File: src/source/armCorePkg.sv
// --------------------------------------
// Shared widths, encodings and types for the
// three-stage ARM data-processing core.
// Imported by the decode, execute and top
// level modules and by the interface.
// --------------------------------------
package armCorePkg;

   localparam int dataWidth    = 32;
   localparam int regAddrWidth = 4;
   localparam int numRegs      = 16;

   // Instruction bits 27:26
   localparam logic [1:0] opDataProc = 2'b00;

   // Opcode, instruction bits 24:21
   localparam logic [3:0] functAnd = 4'b0000;
   localparam logic [3:0] functSub = 4'b0010;
   localparam logic [3:0] functAdd = 4'b0100;
   localparam logic [3:0] functOrr = 4'b1100;

   // Operation select passed from decode to execute
   localparam logic [1:0] aluAdd = 2'b00;
   localparam logic [1:0] aluSub = 2'b01;
   localparam logic [1:0] aluAnd = 2'b10;
   localparam logic [1:0] aluOrr = 2'b11;

   // Condition field, bits 31:28; 1111 never executes
   localparam logic [3:0] condEq = 4'b0000;
   localparam logic [3:0] condNe = 4'b0001;
   localparam logic [3:0] condCs = 4'b0010;
   localparam logic [3:0] condCc = 4'b0011;
   localparam logic [3:0] condMi = 4'b0100;
   localparam logic [3:0] condPl = 4'b0101;
   localparam logic [3:0] condVs = 4'b0110;
   localparam logic [3:0] condVc = 4'b0111;
   localparam logic [3:0] condHi = 4'b1000;
   localparam logic [3:0] condLs = 4'b1001;
   localparam logic [3:0] condGe = 4'b1010;
   localparam logic [3:0] condLt = 4'b1011;
   localparam logic [3:0] condGt = 4'b1100;
   localparam logic [3:0] condLe = 4'b1101;
   localparam logic [3:0] condAl = 4'b1110;

   // Bit positions in the NZCV word
   localparam int flagN = 3;
   localparam int flagZ = 2;
   localparam int flagC = 1;
   localparam int flagV = 0;

   // Operand 2 field, instruction bits 11:0
   typedef union packed {
      struct packed {
         logic [3:0] rotate;  // Rotate right by twice this
         logic [7:0] imm8;
      } immView;
      struct packed {
         logic [7:0] shift;   // Shifter not implemented
         logic [3:0] rm;
      } regView;
   } operand2_u;

endpackage

File: src/source/stageOperandIf.sv
// --------------------------------------
// One decoded instruction on its way from
// the decode stage to the execute stage.
// Decode drives every signal from flops.
// --------------------------------------
`timescale 1ns/1ns

interface stageOperandIf;
   import armCorePkg::*;

   logic                    valid;
   logic [3:0]              cond;
   logic [1:0]              aluOp;
   logic                    setFlags;
   logic [regAddrWidth-1:0] rd;
   logic [regAddrWidth-1:0] rnAddr;
   logic [regAddrWidth-1:0] rmAddr;
   logic                    usesRm;   // Low for the immediate form
   logic [dataWidth-1:0]    rnData;
   logic [dataWidth-1:0]    op2Data;  // Rotated immediate or Rm value

   modport decodeSide (output valid, cond, aluOp, setFlags, rd, rnAddr, rmAddr,
                       usesRm, rnData, op2Data);
   modport executeSide (input valid, cond, aluOp, setFlags, rd, rnAddr, rmAddr,
                        usesRm, rnData, op2Data);

endinterface

File: src/source/aluExecute.sv
// --------------------------------------
// Execute stage. Forwards from its own
// output register, checks the condition
// against NZCV, runs the ALU and holds the
// flags. Only instructions that pass
// their condition raise resValid.
// --------------------------------------
`timescale 1ns/1ns

module aluExecute
(
   input  logic                                clk,
   input  logic                                reset,
   stageOperandIf.executeSide                  operands,
   output logic                                resValid,
   output logic [armCorePkg::regAddrWidth-1:0] resRd,
   output logic [armCorePkg::dataWidth-1:0]    resData,
   output logic [3:0]                          flags
);
   import armCorePkg::*;

   logic [dataWidth-1:0] srcA;
   logic [dataWidth-1:0] srcB;
   logic [dataWidth-1:0] bInput;
   logic [dataWidth:0]   sum;
   logic [dataWidth-1:0] aluResult;
   logic                 subtract;
   logic                 arithOp;
   logic                 carryOut;
   logic                 overflow;
   logic                 signedGe;
   logic                 condPass;
   logic                 flagWrite;
   logic [3:0]           flagsNext;

   // Instruction one ahead still sits in resData
   assign srcA = (resValid && resRd == operands.rnAddr) ? resData : operands.rnData;
   assign srcB = (resValid && operands.usesRm && resRd == operands.rmAddr) ?
                 resData : operands.op2Data;

   // SUB as A + ~B + 1, so carry set means no borrow
   assign subtract = (operands.aluOp == aluSub);
   assign arithOp  = (operands.aluOp == aluAdd) || subtract;
   assign bInput   = subtract ? ~srcB : srcB;
   assign sum      = {1'b0, srcA} + {1'b0, bInput} + {{dataWidth{1'b0}}, subtract};
   assign carryOut = sum[dataWidth];
   assign overflow = ~(srcA[dataWidth-1] ^ bInput[dataWidth-1]) &
                     (srcA[dataWidth-1] ^ sum[dataWidth-1]);

   always_comb
   begin
      case (operands.aluOp)
         aluAnd:  aluResult = srcA & srcB;
         aluOrr:  aluResult = srcA | srcB;
         default: aluResult = sum[dataWidth-1:0];   // ADD or SUB
      endcase
   end

   assign signedGe = (flags[flagN] == flags[flagV]);

   always_comb
   begin
      case (operands.cond)
         condEq:  condPass = flags[flagZ];
         condNe:  condPass = ~flags[flagZ];
         condCs:  condPass = flags[flagC];
         condCc:  condPass = ~flags[flagC];
         condMi:  condPass = flags[flagN];
         condPl:  condPass = ~flags[flagN];
         condVs:  condPass = flags[flagV];
         condVc:  condPass = ~flags[flagV];
         condHi:  condPass = flags[flagC] & ~flags[flagZ];
         condLs:  condPass = ~flags[flagC] | flags[flagZ];
         condGe:  condPass = signedGe;
         condLt:  condPass = ~signedGe;
         condGt:  condPass = ~flags[flagZ] & signedGe;
         condLe:  condPass = flags[flagZ] | ~signedGe;
         condAl:  condPass = 1'b1;
         default: condPass = 1'b0;   // 1111
      endcase
   end

   assign flagWrite = operands.valid & condPass & operands.setFlags;

   always_comb
   begin
      flagsNext = flags;
      if (flagWrite)
      begin
         flagsNext[flagN] = aluResult[dataWidth-1];
         flagsNext[flagZ] = (aluResult == '0);
         if (arithOp)
         begin
            flagsNext[flagC] = carryOut;
            flagsNext[flagV] = overflow;
         end
      end
   end

   always_ff @(posedge clk or posedge reset)
   begin
      if (reset)
      begin
         flags    <= 4'b0000;
         resValid <= 1'b0;
      end
      else
      begin
         flags    <= flagsNext;
         resValid <= operands.valid & condPass;
      end
   end

   always_ff @(posedge clk)
   begin
      resRd   <= operands.rd;
      resData <= aluResult;
   end

endmodule

File: src/source/armDpCore.sv
// --------------------------------------
// Top level of the pipelined ARM
// data-processing core. One instruction
// per instrValid strobe; its result shows
// on the result ports two edges later.
// --------------------------------------
`timescale 1ns/1ns

module armDpCore
(
   input  logic                                clk,
   input  logic                                reset,
   input  logic                                instrValid,
   input  logic [armCorePkg::dataWidth-1:0]    instr,
   output logic                                resultValid,
   output logic [armCorePkg::regAddrWidth-1:0] resultReg,
   output logic [armCorePkg::dataWidth-1:0]    resultData,
   output logic [3:0]                          flags
);
   import armCorePkg::*;

   logic [regAddrWidth-1:0] readAddrA;
   logic [regAddrWidth-1:0] readAddrB;
   logic [dataWidth-1:0]    readDataA;
   logic [dataWidth-1:0]    readDataB;
   logic                    writeEnable;
   logic [regAddrWidth-1:0] writeAddr;
   logic [dataWidth-1:0]    writeData;
   logic                    resValid;
   logic [regAddrWidth-1:0] resRd;
   logic [dataWidth-1:0]    resData;

   stageOperandIf stageBus ();

   registerFile regs (.clk(clk), .writeEnable(writeEnable), .writeAddr(writeAddr),
                      .readAddrA(readAddrA), .readAddrB(readAddrB),
                      .writeData(writeData), .readDataA(readDataA),
                      .readDataB(readDataB));

   instrDecode decode (.clk(clk), .reset(reset), .instrValid(instrValid),
                       .instr(instr), .readAddrA(readAddrA), .readAddrB(readAddrB),
                       .readDataA(readDataA), .readDataB(readDataB),
                       .operands(stageBus.decodeSide));

   aluExecute execute (.clk(clk), .reset(reset), .operands(stageBus.executeSide),
                       .resValid(resValid), .resRd(resRd), .resData(resData),
                       .flags(flags));

   resultWriteback writeback (.clk(clk), .reset(reset), .resValid(resValid),
                              .resRd(resRd), .resData(resData),
                              .writeEnable(writeEnable), .writeAddr(writeAddr),
                              .writeData(writeData), .resultValid(resultValid),
                              .resultReg(resultReg), .resultData(resultData));

endmodule

File: src/source/instrDecode.sv
// --------------------------------------
// Decode stage. Splits the instruction,
// reads Rn and Rm, builds operand 2 and
// maps the opcode to an ALU operation.
// Anything outside ADD/SUB/AND/ORR is
// passed on with valid low.
// --------------------------------------
`timescale 1ns/1ns

module instrDecode
(
   input  logic                                clk,
   input  logic                                reset,
   input  logic                                instrValid,
   input  logic [armCorePkg::dataWidth-1:0]    instr,
   output logic [armCorePkg::regAddrWidth-1:0] readAddrA,
   output logic [armCorePkg::regAddrWidth-1:0] readAddrB,
   input  logic [armCorePkg::dataWidth-1:0]    readDataA,
   input  logic [armCorePkg::dataWidth-1:0]    readDataB,
   stageOperandIf.decodeSide                   operands
);
   import armCorePkg::*;

   logic [3:0]              cond;
   logic [1:0]              opField;
   logic                    immForm;
   logic [3:0]              funct;
   logic                    sBit;
   logic [regAddrWidth-1:0] rnAddr;
   logic [regAddrWidth-1:0] rdAddr;
   operand2_u               op2Field;
   logic [dataWidth-1:0]    immExt;
   logic [2*dataWidth-1:0]  immPair;
   logic [dataWidth-1:0]    op2Value;
   logic [1:0]              aluOp;
   logic                    knownOp;
   logic                    decodedValid;

   assign {cond, opField, immForm, funct, sBit, rnAddr, rdAddr, op2Field} = instr;

   assign readAddrA = rnAddr;
   assign readAddrB = op2Field.regView.rm;

   // Rotate right of imm8 by 2*rotate, done on a doubled copy
   assign immExt   = {{(dataWidth-8){1'b0}}, op2Field.immView.imm8};
   assign immPair  = {immExt, immExt} >> {op2Field.immView.rotate, 1'b0};
   assign op2Value = immForm ? immPair[dataWidth-1:0] : readDataB;

   always_comb
   begin
      knownOp = 1'b1;
      case (funct)
         functAdd: aluOp = aluAdd;
         functSub: aluOp = aluSub;
         functAnd: aluOp = aluAnd;
         functOrr: aluOp = aluOrr;
         default:
         begin
            aluOp   = aluAdd;
            knownOp = 1'b0;    // Treated as a no-op
         end
      endcase
   end

   assign decodedValid = instrValid & (opField == opDataProc) & knownOp;

   always_ff @(posedge clk or posedge reset)
   begin
      if (reset)
         operands.valid <= 1'b0;
      else
         operands.valid <= decodedValid;
   end

   always_ff @(posedge clk)
   begin
      operands.cond     <= cond;
      operands.aluOp    <= aluOp;
      operands.setFlags <= sBit;
      operands.rd       <= rdAddr;
      operands.rnAddr   <= rnAddr;
      operands.rmAddr   <= op2Field.regView.rm;
      operands.usesRm   <= ~immForm;
      operands.rnData   <= readDataA;
      operands.op2Data  <= op2Value;
   end

endmodule

File: src/source/registerFile.sv
// --------------------------------------
// Sixteen general registers, two
// combinational read ports and one write
// port. A read of the register being
// written returns the new value.
// --------------------------------------
`timescale 1ns/1ns

module registerFile
(
   input  logic                                clk,
   input  logic                                writeEnable,
   input  logic [armCorePkg::regAddrWidth-1:0] writeAddr,
   input  logic [armCorePkg::regAddrWidth-1:0] readAddrA,
   input  logic [armCorePkg::regAddrWidth-1:0] readAddrB,
   input  logic [armCorePkg::dataWidth-1:0]    writeData,
   output logic [armCorePkg::dataWidth-1:0]    readDataA,
   output logic [armCorePkg::dataWidth-1:0]    readDataB
);

   logic [$bits(writeData)-1:0] regs [2**$bits(writeAddr)];

   always_ff @(posedge clk)
   begin
      if (writeEnable)
         regs[writeAddr] <= writeData;
   end

   // Write-through covers the instruction two ahead
   assign readDataA = (writeEnable && writeAddr == readAddrA) ? writeData : regs[readAddrA];
   assign readDataB = (writeEnable && writeAddr == readAddrB) ? writeData : regs[readAddrB];

endmodule

File: src/source/resultWriteback.sv
// --------------------------------------
// Result stage. Writes the executed result
// into the register file and presents it
// on the result ports for one cycle.
// --------------------------------------
`timescale 1ns/1ns

module resultWriteback
(
   input  logic                                clk,
   input  logic                                reset,
   input  logic                                resValid,
   input  logic [armCorePkg::regAddrWidth-1:0] resRd,
   input  logic [armCorePkg::dataWidth-1:0]    resData,
   output logic                                writeEnable,
   output logic [armCorePkg::regAddrWidth-1:0] writeAddr,
   output logic [armCorePkg::dataWidth-1:0]    writeData,
   output logic                                resultValid,
   output logic [armCorePkg::regAddrWidth-1:0] resultReg,
   output logic [armCorePkg::dataWidth-1:0]    resultData
);

   // Register file write lands on the same edge as the outputs
   assign writeEnable = resValid;
   assign writeAddr   = resRd;
   assign writeData   = resData;

   always_ff @(posedge clk or posedge reset)
   begin
      if (reset)
         resultValid <= 1'b0;
      else
         resultValid <= resValid;
   end

   always_ff @(posedge clk)
   begin
      resultReg  <= resRd;
      resultData <= resData;
   end

endmodule

File: config.mk
export PLATFORM = sky130hd
export DESIGN_NAME = armDpCore
export DESIGN_NICKNAME = d
export VERILOG_FILES = /design/src/source/armCorePkg.sv /design/src/source/stageOperandIf.sv /design/src/source/aluExecute.sv /design/src/source/armDpCore.sv /design/src/source/instrDecode.sv /design/src/source/registerFile.sv /design/src/source/resultWriteback.sv
export SDC_FILE = /design/constraint.sdc
export NUM_CORES = 1
export LEC_CHECK = 0
export ABC_AREA = 0
export BUFFER_PORTS_ARGS = -buffer_cell sky130_fd_sc_hd__buf_2
export CAP_MARGIN = 20
export CORE_ASPECT_RATIO = 0.75
export CORE_MARGIN = 4
export CORE_UTILIZATION = 54
export DETAILED_ROUTE_END_ITERATION = 10
export PLACE_DENSITY = 0.81
export SYNTH_ARGS = -nofsm -noshare
export SYNTH_HDL_FRONTEND = slang
export SYNTH_SLANG_ARGS = --single-unit
File: constraint.sdc
create_clock -name clk -period 7.35 [get_ports clk]
set_input_delay 0.735 -clock clk [delete_from_list [all_inputs] [get_ports clk]]
set_output_delay 0.735 -clock clk [all_outputs]
set_load 0.1 [all_outputs]
==> impl_results.md <==
- CP max FO: 47
- EDFF count, synth: 512
- Clock slew seen by the registers of the worst setup and hold paths: 70 ps
- Top_reg_cell synth: edfxtp_1
- Cts hold-fix bufs: 0
- Final hold slack: 39.5 ps
- Combinational share of power: 18.8%
- Synth async-reset ratio: 1.09%
- Hold Vio Cnt, Final: 0
- Crit path DAT: 6650 ps
- Mapped Area: 31700 sq um
- Worst-Margin Slew: 1110 ps
- Via Count: 21200
- Syn_area_per_cell: 15.4 sq um
- Total chip power: 10200 uW
- Worst-Skew Late Latency: 660 ps
- Max-Cap Viols: 0
- Area contributors post-synth: edfxtp_1 (49%), mux4_2 (22%), dfxtp_1 (7.8%)
- Power density over the cells: 291 nW/um^2
- RSZ-0062 raised after global routing: false
- Crit path kind: flip-flop to flip-flop
- Largest net degree at the start of global routing: 85
- Final setup TNS: 0 ps
- Post-DR wirelength/cell: 33.0 microns
- Req. time, crit path: 7890 ps
- Core area: 57700 sq um
- Max-slew headroom: 25.9%
- Fillers: 4117
- Flops & latches, synth: 643
- Clk sinks: 643
- Vias per inst: 7.26
- Antenna violation net count after detailed routing: 0
- Post-synthesis sequential area ratio: 56.9%
- Post_cts resized: 0
- H-Tree Depth: 2
- Chip height: 218 microns
- Internal: 6860 uW
- Vias in the first global route: 20800
- GR Util All Layers: 30.9%
- First-pass GRT wire length: 141000 microns
- Fin nets: 2163
- Net Sw Frac: 32.9%
- NetSw: 3360 uW
- Die area: 62600 sq um
- Crit end category: flip-flop
- Max-slew violations: 0
- Clk pwr share: 31.6%
- Status: finished, final reports clean
- Synth Instances: 2058
- Sequential power share: 49.6%
- DRT iter0 DRCs: 3449
- Row count: 76
- Final min period: 6110 ps
- Total length of routed wires: 96500 microns
- Cell accounting for the most synthesized area: edfxtp_1
- Crit share post-route: 83.1%
- Leak: 0.0119 uW
- Initial antenna violation count: 6
- Share of post-route cells with drive strength above 1: 27.3%
- DRC: 0
- Post-CTS setup buffer count: 0
- CTS root buf: clkbuf_16
- Final Util: 60.8%
- Hpwl dp: 60600 microns
- Routability congestion estimate: 1.08
- F_max: 164 MHz
- VDD IR max: 0.317 mV
- CTS tree: done
- Die Span X: 288 microns
- Hold Crit Class: input pin to asynchronous set/reset pin
- Inserted Clock Buffers: 59
- Yosys top cell area share: 48.5%
- Initial cell density of the core: 54.9%
- CP startpoint kind: flip-flop
- IO buf count: 75
- Ports: 76
- Netlist cell types: 80
- Clk buf depth: 3
- Aggregate global routing overflow: 0
- Setup violators final: 0
- Syn-to-layout area delta: 10.8%
- Mapped Nets: 2125
- Yosys warns: 0
- 1st-pass router iterations: 7
- Clock Skews: 53.7 ps
## power groups by stage
stage / combinational, uW / sequential [uW] / clock [uW]
finish: 1920 / 5070 / 3230
CTS: 1890 / 5050 / 3260
global route: 2000 / 5110 / 3420
global placement: 1870 / 5090 / 0
detailed placement: 1870 / 5120 / 0
floorplan: 863 / 5410 / 0
## synthesized netlist by cell type, types with 12 or more instances
library cell	instances
a21o_1	21
a21oi_1	74
a31oi_1	12
buf_1	23
clkbuf_1	116
dfxtp_1	124
edfxtp_1	512
ha_1	31
inv_1	33
maj3_1	14
mux2_2	13
mux2i_1	49
mux4_2	314
nand2_1	164
nand2b_1	15
nand3_1	24
nor2_1	88
nor2b_1	12
nor3_1	29
o21ai_0	73
o22ai_1	40
xnor2_1	29
xor2_1	32
## cell type report
class	count	area, sq um	area share (%)
Antenna cell	1	2.50	0.00713
Clock buffer	79	1610	4.59
Clock inverter	32	397	1.13
Inverter	35	133	0.378
Multi-Input combinational cell	1229	13100	37.2
Sequential cell	643	18000	51.4
Tap cell	780	976	2.78
Timing Repair Buffer	128	865	2.46
## state kept, by name, indices dropped and copies added, names as in the netlist
signal and cells:
regs.regs 512, execute.resValid 1, decode.operands.rmAddr 4, execute.flags 4
decode.operands.usesRm 1, writeback.resultData 32, decode.operands.rnAddr 4, decode.operands.cond 4
decode.operands.op2Data 32, decode.operands.rd 4, execute.resRd 4, execute.resData 32
decode.operands.aluOp 2, writeback.resultValid 1, decode.operands.valid 1, writeback.resultReg 4
decode.operands.setFlags 1
## worst max-delay path, stage by stage, from the launching register on
cell and delay (ps):
dfxtp_4 900, inv_1 90, o221ai_1 270, or3_2 420, buf_4 350, nand4_1 300
and3_1 310, fa_1 450, nand2b_1 180, a21oi_1 280, o21ai_0 150, a211oi_1 570
o211a_1 360, o311ai_1 120, a21o_1 180, a21boi_0 240, o31ai_1 120, or4_1 550
o21ai_1 140
## routing by layer
layer / vias up / track usage (%) / share of wire, %
li1: 8394 / - / -
met1: 10800 / 43.6 / 37
met2: 1770 / 45.8 / 45
met3: 284 / 10.1 / 15
met4: 6 / 10.5 / 4.1
met5: - / 0 / 0.056
## final timing paths
check	start	end	slack (ps)	depth (start not counted)
max	decode.operands.rnAddr[1]$_DFF_P_	execute.flags[2]$_DFFE_PP0P_	1240	18
min	reset	decode.operands.valid$_DFF_PP0_	40	2
min reg2reg	decode.operands.rd[1]$_DFF_P_	execute.resRd[1]$_DFF_P_	380	0
min in group clk	instr[29]	decode.operands.cond[1]$_DFF_P_	220	1
max reg2reg	decode.operands.rnAddr[1]$_DFF_P_	execute.flags[2]$_DFFE_PP0P_	1240	18
max in group asynchronous	reset	execute.flags[2]$_DFFE_PP0P_	7090	2
## layout by cell type (no fill, tap or decap), types with 12 or more instances in the layout
cell type,n
nor2b_1,12
nand2b_1,15
xor2_1,32
a21o_1,21
clkinv_2,14
mux2_2,13
ha_1,31
mux4_2,314
inv_1,33
xnor2_1,29
a31oi_1,12
dfxtp_1,120
o22ai_1,40
nor2_1,74
mux2i_1,49
clkbuf_16,59
buf_4,45
maj3_1,14
nor2_4,13
buf_2,74
o21ai_0,73
edfxtp_1,512
a21oi_1,74
nor3_1,24
nand2_1,163
nand3_1,24
clkbuf_1,14
## through the flow
step | setup slack [ps] | cells | area, sq um
final | 1240 | 2927 | 35100
after global routing | 942 | 2927 | 35100
after CTS | 1410 | 2925 | 35100
after detailed placement | 1500 | 2814 | 33100
after global placement | 1590 | 2813 | 33100
after floorplan | 1620 | 2058 | 31700
## kinds of logic after synthesis
group / count (synthesis) / synth area share [%]
AOI/OAI and AO/OA: 342 / 7.12
xor gates and xnor gates: 61 / 1.69
adders and majority gates: 46 / 1.73
buffers and inverters: 186 / 2.27
DFF: 643 / 56.9
muxes: 376 / 24.3
and+or+nand+nor: 404 / 5.94
Note: power is estimated with default switching activity, not from simulation.
